==> config.mk <==
export PLATFORM = sky130hd
export DESIGN_NAME = aluTop
export DESIGN_NICKNAME = d
export VERILOG_FILES = /design/src/aluPkg.sv /design/src/operandCapture.sv /design/src/arithUnit.sv /design/src/arrayMultiplier.sv /design/src/logicShiftUnit.sv /design/src/resultSelect.sv /design/src/aluTop.sv
export SDC_FILE = /design/constraint.sdc
export NUM_CORES = 1
export LEC_CHECK = 0
export BUFFER_PORTS_ARGS = -buffer_cell sky130_fd_sc_hd__buf_2
export CAP_MARGIN = 20
export CORE_MARGIN = 2
export CORE_UTILIZATION = 45
export CTS_CLUSTER_DIAMETER = 50
export DETAILED_ROUTE_END_ITERATION = 6
export HOLD_SLACK_MARGIN = 0.15
export PLACE_DENSITY_LB_ADDON = 0.1
export SYNTH_ARGS = -nofsm -noshare
export SYNTH_HDL_FRONTEND = slang
export SYNTH_SLANG_ARGS = --single-unit
==> constraint.sdc <==
create_clock -name clk -period 33.1 [get_ports clk]
set_clock_uncertainty 0.15 [all_clocks]
set_input_delay 6.62 -clock clk [delete_from_list [all_inputs] [get_ports clk]]
set_output_delay 6.62 -clock clk [all_outputs]
set_load 0.005 [all_outputs]
==> src/aluPkg.sv <==
package aluPkg;

	localparam int dataWidth = 16; // Operand and result width.
	localparam int halfWidth = 8; // Multiplier factor width.
	localparam int opWidth = 5;

	typedef logic [dataWidth-1:0] wordT;
	typedef logic [halfWidth-1:0] halfT;

	typedef enum logic [opWidth-1:0] {
		opAdd = 5'd0,
		opInc = 5'd1,
		opSub = 5'd2,
		opDec = 5'd3,
		opMul = 5'd4,
		opShr = 5'd8,
		opAnd = 5'd16,
		opXor = 5'd17,
		opOr  = 5'd18,
		opNot = 5'd19,
		opShl = 5'd24
	} aluOpT;

	// One request as seen by the operand stage, 38 bits.
	typedef struct packed {
		aluOpT opcode;
		wordT  operandA;
		wordT  operandB;
		logic  rotate; // Shifts wrap the outgoing bit around.
	} aluReqT;

endpackage

==> src/operandCapture.sv <==
`timescale 1ns/1ps

module operandCapture
	import aluPkg::*;
(
	input  logic   clk,
	input  logic   rstN,
	input  logic   start,
	input  aluReqT req,
	output aluReqT stageReq,
	output logic   stageValid
);

	// Request register; holds between starts so the units see stable operands.
	always_ff @(posedge clk or negedge rstN) begin
		if (!rstN) begin
			stageReq <= '0;
		end else if (start) begin
			stageReq <= req;
		end
	end

	always_ff @(posedge clk or negedge rstN) begin
		if (!rstN) begin
			stageValid <= 1'b0;
		end else begin
			stageValid <= start; // One cycle per accepted request.
		end
	end

endmodule

==> src/arithUnit.sv <==
`timescale 1ns/1ps

module arithUnit
	import aluPkg::*;
(
	input  aluReqT stageReq,
	output wordT   arithResult
);

	wordT operand;
	wordT addend;
	logic carryIn;
	logic [dataWidth-1:0] carry;
	wordT sum;

	assign operand = stageReq.operandA;

	// Second addend and carry-in turn the one adder into all four operations.
	always_comb begin
		addend = stageReq.operandB;
		carryIn = 1'b0;
		case (stageReq.opcode)
			opAdd: begin
				addend = stageReq.operandB;
				carryIn = 1'b0;
			end
			opSub: begin
				addend = ~stageReq.operandB; // Two's complement of B.
				carryIn = 1'b1;
			end
			opInc: begin
				addend = '0;
				carryIn = 1'b1;
			end
			opDec: begin
				addend = '1; // Adding all ones is minus one.
				carryIn = 1'b0;
			end
			default: begin
				addend = stageReq.operandB;
				carryIn = 1'b0;
			end
		endcase
	end

	assign carry[0] = carryIn;

	// Ripple-carry chain of full-adder cells.
	for (genvar i = 0; i < dataWidth; i++) begin : gCell
		assign sum[i] = operand[i] ^ addend[i] ^ carry[i];
		if (i < dataWidth - 1) begin : gCarry
			assign carry[i+1] = (operand[i] & addend[i])
				| ((operand[i] ^ addend[i]) & carry[i]);
		end
	end

	assign arithResult = sum; // Carry out of the top is dropped, modulo 2^16.

endmodule

==> src/arrayMultiplier.sv <==
`timescale 1ns/1ps

module arrayMultiplier
	import aluPkg::*;
(
	input  aluReqT stageReq,
	output wordT   mulResult
);

	halfT factorA;
	halfT factorB;

	logic [halfWidth-1:0][halfWidth-1:0] partial; // One row per bit of factorA.
	logic [halfWidth-1:0][halfWidth-1:0] rowSum;
	logic [halfWidth-1:0] rowCarry;

	// Only the low bytes take part.
	assign factorA = stageReq.operandA[halfWidth-1:0];
	assign factorB = stageReq.operandB[halfWidth-1:0];

	for (genvar r = 0; r < halfWidth; r++) begin : gPartial
		assign partial[r] = factorB & {halfWidth{factorA[r]}};
	end

	// First row enters the array unchanged.
	assign rowSum[0] = partial[0];
	assign rowCarry[0] = 1'b0;

	for (genvar r = 1; r < halfWidth; r++) begin : gRow
		halfT shifted;
		logic [halfWidth:0] chain;

		// Previous sum moves down one place, its carry comes in at the top.
		assign shifted = {rowCarry[r-1], rowSum[r-1][halfWidth-1:1]};
		assign chain[0] = 1'b0;

		for (genvar i = 0; i < halfWidth; i++) begin : gCell
			assign rowSum[r][i] = partial[r][i] ^ shifted[i] ^ chain[i];
			assign chain[i+1] = (partial[r][i] & shifted[i])
				| ((partial[r][i] ^ shifted[i]) & chain[i]);
		end

		assign rowCarry[r] = chain[halfWidth];
	end

	// Each row retires its low bit as one product bit.
	for (genvar r = 0; r < halfWidth; r++) begin : gLowBits
		assign mulResult[r] = rowSum[r][0];
	end

	// The last row supplies the upper byte.
	assign mulResult[dataWidth-2:halfWidth] = rowSum[halfWidth-1][halfWidth-1:1];
	assign mulResult[dataWidth-1] = rowCarry[halfWidth-1];

endmodule

==> src/logicShiftUnit.sv <==
`timescale 1ns/1ps

module logicShiftUnit
	import aluPkg::*;
(
	input  aluReqT stageReq,
	output wordT   logicResult
);

	wordT opA;
	wordT opB;
	logic wrapLow;
	logic wrapHigh;

	assign opA = stageReq.operandA;
	assign opB = stageReq.operandB;

	// Bits that come back in at the far end when rotating.
	assign wrapLow = stageReq.rotate & opA[0];
	assign wrapHigh = stageReq.rotate & opA[dataWidth-1];

	always_comb begin
		case (stageReq.opcode)
			opAnd: begin
				logicResult = opA & opB;
			end
			opXor: begin
				logicResult = opA ^ opB;
			end
			opOr: begin
				logicResult = opA | opB;
			end
			opNot: begin
				logicResult = ~opA;
			end
			opShr: begin
				logicResult = {wrapLow, opA[dataWidth-1:1]};
			end
			opShl: begin
				logicResult = {opA[dataWidth-2:0], wrapHigh};
			end
			default: begin
				logicResult = '0; // Not a logic opcode.
			end
		endcase
	end

endmodule

==> src/resultSelect.sv <==
`timescale 1ns/1ps

module resultSelect
	import aluPkg::*;
(
	input  logic  clk,
	input  logic  rstN,
	input  aluOpT opcode,
	input  logic  stageValid,
	input  wordT  arithResult,
	input  wordT  mulResult,
	input  wordT  logicResult,
	output wordT  result,
	output logic  resultValid
);

	wordT chosen;

	// Opcode to unit map.
	always_comb begin
		case (opcode)
			opAdd, opInc, opSub, opDec: begin
				chosen = arithResult;
			end
			opMul: begin
				chosen = mulResult;
			end
			opShr, opShl, opAnd, opXor, opOr, opNot: begin
				chosen = logicResult;
			end
			default: begin
				chosen = '0; // Unused codes read as zero.
			end
		endcase
	end

	always_ff @(posedge clk or negedge rstN) begin
		if (!rstN) begin
			result <= '0;
		end else if (stageValid) begin
			result <= chosen;
		end
	end

	always_ff @(posedge clk or negedge rstN) begin
		if (!rstN) begin
			resultValid <= 1'b0;
		end else begin
			resultValid <= stageValid;
		end
	end

endmodule

==> src/aluTop.sv <==
`timescale 1ns/1ps

module aluTop
	import aluPkg::*;
(
	input  logic   clk,
	input  logic   rstN,
	input  logic   start,
	input  aluReqT req,
	output wordT   result,
	output logic   resultValid
);

	aluReqT stageReq;
	logic   stageValid;
	wordT   arithResult;
	wordT   mulResult;
	wordT   logicResult;

	operandCapture iCapture (
		.clk        (clk),
		.rstN       (rstN),
		.start      (start),
		.req        (req),
		.stageReq   (stageReq),
		.stageValid (stageValid)
	);

	// The three units work in parallel on the captured request.
	arithUnit iArith (
		.stageReq    (stageReq),
		.arithResult (arithResult)
	);

	arrayMultiplier iMul (
		.stageReq  (stageReq),
		.mulResult (mulResult)
	);

	logicShiftUnit iLogic (
		.stageReq    (stageReq),
		.logicResult (logicResult)
	);

	resultSelect iSelect (
		.clk         (clk),
		.rstN        (rstN),
		.opcode      (stageReq.opcode),
		.stageValid  (stageValid),
		.arithResult (arithResult),
		.mulResult   (mulResult),
		.logicResult (logicResult),
		.result      (result),
		.resultValid (resultValid)
	);

endmodule

# == After elaboration in Yosys (flattened, before gate mapping) ==
# Cells that the tools add are included.
# W data, S select, Z words.
# totals
n_memories,0
ramBits,0
latch_bits,0
inputBits,41
romBits,0
out_inout_bits,17
ff_bits,56
# op_classes
muxes,4
n_bitwise,348
add_sub_neg,0
mul,0
eq_ne,10
div,0
magnitude_cmp,0
n_shift,0
n_reduce_logical,4
# ops
op,n
$and A1 B1 Y1,136
$xor A1 B1 Y1,136
$pmux W16 S3,2
$pmux W16 S6,1
$and A8 B8 Y8,8
$or A1 B1 Y1,63
$not A16 Y16,2
$eq A5 B5 Y1 const B,5
$and A16 B16 Y16,1
$or A16 B16 Y16,1
$xor A16 B16 Y16,1
$eq A5 B2 Y1 const B,2
$reduce_or A6 Y1,1
$eq A5 B1 Y1 const B,1
$eq A5 B3 Y1 const B,1
$eq A5 B4 Y1 const B,1
$logic_not A5 Y1,1
$reduce_or A4 Y1,1
$reduce_or A2 Y1,1
$mux W1,1

# == Logic depth before layout (Yosys ltp) ==
# depth
depth_word,41
ltp_mapped,36
depth_no_buf,35

# == By module ==
# From an unflattened synthesis, not the netlist that was laid out.
# unflattened
hier_cells,680
hier_area_um2,6520.0
# modules_own_cells
module,n_inst,area_each_um2,cells_per_inst
operandCapture,1,1517.7,81
arrayMultiplier,1,1462.7,149
logicShiftUnit,1,1388.8,192
resultSelect,1,1346.3,148
arithUnit,1,804.5,110

# == Worst setup path after synthesis ==
# Ideal clock, no wire load.
# synth_timing
path_kind,register -> register
startpoint,register iCapture.stageReq[17] (netlist name)
endpoint,register iSelect.result[14]
slack_ns,22.639
required_time_ns,32.868
path_buffers,1
arrival_ns,10.229
stages_incl_launch_ff,27
path_cell_list,dfrtp_1 clkbuf_1 inv_1 nor2_1 ha_1 inv_1 fa_1 fa_1 fa_1 fa_1 fa_1 fa_1 fa_1 fa_1 fa_1 fa_1 fa_1 fa_1 fa_1 fa_1 fa_1 fa_1 fa_1 fa_1 fa_1 o211a_1 a31oi_1
# synth_via
elab_chain_len,40
word_cells_on_any_way,273
# synth_rtl
item,line,source
$and A8 B8 Y8,arrayMultiplier.sv:22,assign partial[r] = factorB & {halfWidth{factorA[r]}};
$xor A1 B1 Y1 or $and A1 B1 Y1 (tied branches),"arrayMultiplier.sv:38, arrayMultiplier.sv:40, arrayMultiplier.sv:39",
$and A1 B1 Y1,arrayMultiplier.sv:40,| ((partial[r][i] ^ shifted[i]) & chain[i]);
$or A1 B1 Y1,arrayMultiplier.sv:40,
$and A1 B1 Y1 or $xor A1 B1 Y1 (tied branches),"arrayMultiplier.sv:40, arrayMultiplier.sv:38",
$or A1 B1 Y1 or $xor A1 B1 Y1 (tied branches),"arrayMultiplier.sv:40, arrayMultiplier.sv:38",
$and A1 B1 Y1 or $xor A1 B1 Y1 (tied branches),"arrayMultiplier.sv:40, arrayMultiplier.sv:38",
$or A1 B1 Y1 or $xor A1 B1 Y1 (tied branches),"arrayMultiplier.sv:40, arrayMultiplier.sv:38",
[24 not listed],n/a,
$and A1 B1 Y1 or $xor A1 B1 Y1 (tied branches),"arrayMultiplier.sv:40, arrayMultiplier.sv:38",
$or A1 B1 Y1 or $xor A1 B1 Y1 (tied branches),arrayMultiplier.sv:40,
$xor A1 B1 Y1 or $and A1 B1 Y1 (tied branches),"arrayMultiplier.sv:38, arrayMultiplier.sv:40",
$xor A1 B1 Y1 or $or A1 B1 Y1 (tied branches),arrayMultiplier.sv:40,
$and A1 B1 Y1,arrayMultiplier.sv:40,
$or A1 B1 Y1,arrayMultiplier.sv:40,
$xor A1 B1 Y1,arrayMultiplier.sv:38,assign rowSum[r][i] = partial[r][i] ^ shifted[i] ^ chain[i];
$pmux W16 S3 *,resultSelect.sv:21,case (opcode)
end signal: assignment,resultSelect.sv:41,result <= chosen;
end: declaration,resultSelect.sv:13,"output wordT result,"
# Every way passes the cells marked *; elsewhere a longest branch is shown, timed or not.
# A chain may end at the register's enable or synchronous reset.

# == Worst setup path after layout ==
# layout_timing
startpoint,register iCapture.stageReq[17] (netlist name)
endpoint,register iSelect.result[14]
# layout_via
elab_chain_len,40
word_cells_on_any_way,273
# layout_rtl
item,line
$and A8 B8 Y8,arrayMultiplier.sv:22
$xor A1 B1 Y1 or $and A1 B1 Y1 (tied branches),"arrayMultiplier.sv:38, arrayMultiplier.sv:40, arrayMultiplier.sv:39"
$and A1 B1 Y1,arrayMultiplier.sv:40
$or A1 B1 Y1,arrayMultiplier.sv:40
$and A1 B1 Y1 or $xor A1 B1 Y1 (tied branches),"arrayMultiplier.sv:40, arrayMultiplier.sv:38"
$or A1 B1 Y1 or $xor A1 B1 Y1 (tied branches),"arrayMultiplier.sv:40, arrayMultiplier.sv:38"
$and A1 B1 Y1 or $xor A1 B1 Y1 (tied branches),"arrayMultiplier.sv:40, arrayMultiplier.sv:38"
$or A1 B1 Y1 or $xor A1 B1 Y1 (tied branches),"arrayMultiplier.sv:40, arrayMultiplier.sv:38"
[24 not listed],n/a
$and A1 B1 Y1 or $xor A1 B1 Y1 (tied branches),"arrayMultiplier.sv:40, arrayMultiplier.sv:38"
$or A1 B1 Y1 or $xor A1 B1 Y1 (tied branches),arrayMultiplier.sv:40
$xor A1 B1 Y1 or $and A1 B1 Y1 (tied branches),"arrayMultiplier.sv:38, arrayMultiplier.sv:40"
$xor A1 B1 Y1 or $or A1 B1 Y1 (tied branches),arrayMultiplier.sv:40
$and A1 B1 Y1,arrayMultiplier.sv:40
$or A1 B1 Y1,arrayMultiplier.sv:40
$xor A1 B1 Y1,arrayMultiplier.sv:38
$pmux W16 S3 *,resultSelect.sv:21
# Marked as above.

==> flow_metrics.env <==
export IMPL_n_antenna_cell=0
export IMPL_ant_nets=0
export IMPL_gp_congestion=0.9119
export IMPL_nNetsFinal=754
export IMPL_yosysMostFrequentCell="nand2_1"
export IMPL_post_cts_resized=0
export IMPL_routed_via_density=5.933
export IMPL_grt_start_max_net_pins=72
export IMPL_ys_flop_type="dfrtp_1"
export IMPL_cts_made_buffers=5
export IMPL_synthArstFlopShare=1.000
export IMPL_ir_drop_v=0.00002558
export IMPL_syn2layout_area_growth_pct=8.405
export IMPL_ys_warn_count=0
export IMPL_ctsLongestPathBuffers=2
export IMPL_critPathMaxStageDelay_ps=640
export IMPL_core_area_um2=11960
export IMPL_netlist_area_um2=5508
export IMPL_cts_tree="yes"
export IMPL_worstSetupPathType="reg -> reg"
export IMPL_antenna_found_initial=0
export IMPL_route_detailed_drc=0
export IMPL_hold_class="reg -> reg"
export IMPL_fmax_mhz=92.35
export IMPL_synth_top_area_frac=0.2544
export IMPL_rows=40
export IMPL_cts_root_buf="clkbuf_16"
export IMPL_worst_pin_slew_ps=845.3
export IMPL_synth_seq_cells=56
export IMPL_required_ps=33180
export IMPL_vias=4497
export IMPL_dp_cells=750
export IMPL_dr_pass1_iters=5
export IMPL_critPathSlowestCell="dfrtp_1"
export IMPL_htree_levels=2
export IMPL_p_per_area_nw_per_um2=47.86
export IMPL_routed_wl_mm=15.71
export IMPL_avgSynthCellArea_um2=9.383
export IMPL_syn_inst=587
export IMPL_synth_area_leaders="dfrtp_1, fa_1, ha_1"
export IMPL_slew_violations=0
export IMPL_routedWlPerCell_um=20.73
export IMPL_synth_edf_count=0
export IMPL_cts_clk_slew_worst_paths_ps=80
export IMPL_crit_path_end_kind="register"
export IMPL_cts_hold_buffers=0
export IMPL_crit_fanout=12
export IMPL_die_area_um2=13140
export IMPL_finalCriticalPeriod_ps=10830
export IMPL_outcome="completed"
export IMPL_portBuffers=57
export IMPL_die_height_um=114.6
export IMPL_overflow=0
export IMPL_max_slew_margin=0.4353
export IMPL_synth_nets=731
export IMPL_path_common_cell="fa_1"
export IMPL_fin_tns_setup_ps=0
export IMPL_hpwlAfterDp_mm=11.23
export IMPL_yosys_area_top_type="dfrtp_1"
export IMPL_fin_crit_sh=0.3272
export IMPL_start_util=0.4605
export IMPL_worstPathArrival_ps=10910
export IMPL_drtIter0Drc=435
export IMPL_hold_violations=0
export IMPL_top_level_ports=58
export IMPL_grt_use_total=0.2578
export IMPL_clock_sinks=56
export IMPL_grt_pass1_wl_mm=26.01
export IMPL_post_cts_buffers=0
export IMPL_rsz0062_at_grt="false"
export IMPL_synth_cell_type_count=56
export IMPL_finalSetupViolations=0
export IMPL_fp_dieW_um=114.6
export IMPL_fin_cells=758
export IMPL_grt_pass1_vias=4585
export IMPL_clk_latency_ps=310
export IMPL_p_leak_nw=2.481
export IMPL_cp_start_kind="register"
export IMPL_final_layout_size_suffix_gt1_frac=0.1408
export IMPL_synthTopCellsByCount="nand2_1, fa_1, inv_1, dfrtp_1, ha_1"
export IMPL_synth_yosys_seq_area_share=0.2544
export IMPL_drv_cap=0
## registers in the layout, indices dropped and copies added (netlist names)
signal,count
iSelect.resultValid,1
iCapture.stageValid,1
iCapture.stageReq,38
iSelect.result,16
## path summary, 6_finish.rpt
check	from	slack, ps	cells after the start	to
max in group asynchronous	rstN	25990	2	iCapture.stageReq[2]
worst max register to register	iCapture.stageReq[17]	22270	25	iSelect.result[14]
min in group asynchronous	rstN	6310	2	iCapture.stageReq[11]
worst min-delay path	iSelect.result[9]	360	1	iSelect.result[9]
worst max-delay path	iCapture.stageReq[17]	22270	25	iSelect.result[14]
worst min register to register	iSelect.result[9]	360	1	iSelect.result[9]
## placed cells by master (no fill, tap or decap), types with 6 or more instances in the layout
| master | netlist | routed |
|---|---|---|
| buf_4 | 0 | 7 |
| a22o_1 | 6 | 6 |
| a21oi_1 | 24 | 24 |
| dfrtp_1 | 56 | 56 |
| nor2b_1 | 6 | 6 |
| nand2_1 | 82 | 82 |
| o32a_1 | 10 | 10 |
| o22a_1 | 9 | 9 |
| a211oi_1 | 8 | 8 |
| ha_1 | 40 | 40 |
| fa_1 | 63 | 63 |
| inv_1 | 57 | 57 |
| nand3_1 | 23 | 23 |
| nor2_1 | 30 | 30 |
| mux2_2 | 8 | 8 |
| o2bb2ai_1 | 10 | 10 |
| buf_2 | 14 | 57 |
| o2111ai_1 | 7 | 7 |
| o21ai_0 | 38 | 38 |
## layer usage
metal  wire length, um  vias to the layer above  track usage  share of wire
met5                 0                        -            0              0
met2              7253                      192       0.4174           0.46
met1              7121                     2228       0.3726           0.45
met3              1091                       27      0.03335          0.069
li1                  -                     2050            -              -
met4               245                        0      0.05366          0.016
## worst max-delay path, delay by kind of cell (launching register included)
kind                     cells  cell delay, ps
AO/OA/AOI/OAI                2             390
adder cells (fa/ha/maj)     20            9180
buffers and inverters        2             250
flip-flops                   1             640
AND/OR/NAND/NOR              1             150
## per-stage QoR
step	hold WS, ps	total power [mW]	cell area (um^2)	worst slack, ps	utilization
global placement	342.6	0.2306	5824	22280	0.4869
finish	361.7	0.2857	5971	22270	0.4992
global route	379.2	0.3147	5971	21820	0.4992
detailed placement	346.8	0.2326	5824	22200	0.4869
CTS	364.3	0.2914	5971	22200	0.4992
floorplan	259.9	0.1874	5508	22640	-
## logic make-up after synthesis
logic type | Yosys count | synth area share
muxes | 11 | 0.02181
and+or+nand+nor | 170 | 0.1433
AOI/OAI and AO/OA | 138 | 0.1765
buffers and inverters | 106 | 0.07678
adders and majority gates | 103 | 0.3199
DFF | 56 | 0.2544
xor gates and xnor gates | 3 | 0.007270
## layout make-up
cell class | count | area, um^2
clock inverters | 3 | 21.27
flip-flops and latches | 56 | 1401
inverters | 58 | 217.7
well taps | 147 | 183.9
clock buffers | 5 | 125.1
repair buffers | 64 | 337.8
multi-input cells | 425 | 3684
fillers | 1142 | 5991
## power breakdown
group          total (mW)  internal, mW  switching [mW]  leakage [nW]
logic               0.138        0.0634          0.0750          1.73
registers          0.0912        0.0759          0.0153         0.677
clock network      0.0561        0.0283          0.0277        0.0702
total               0.286         0.168           0.118          2.48
No activity file was read; power rests on OpenSTA's default activity.
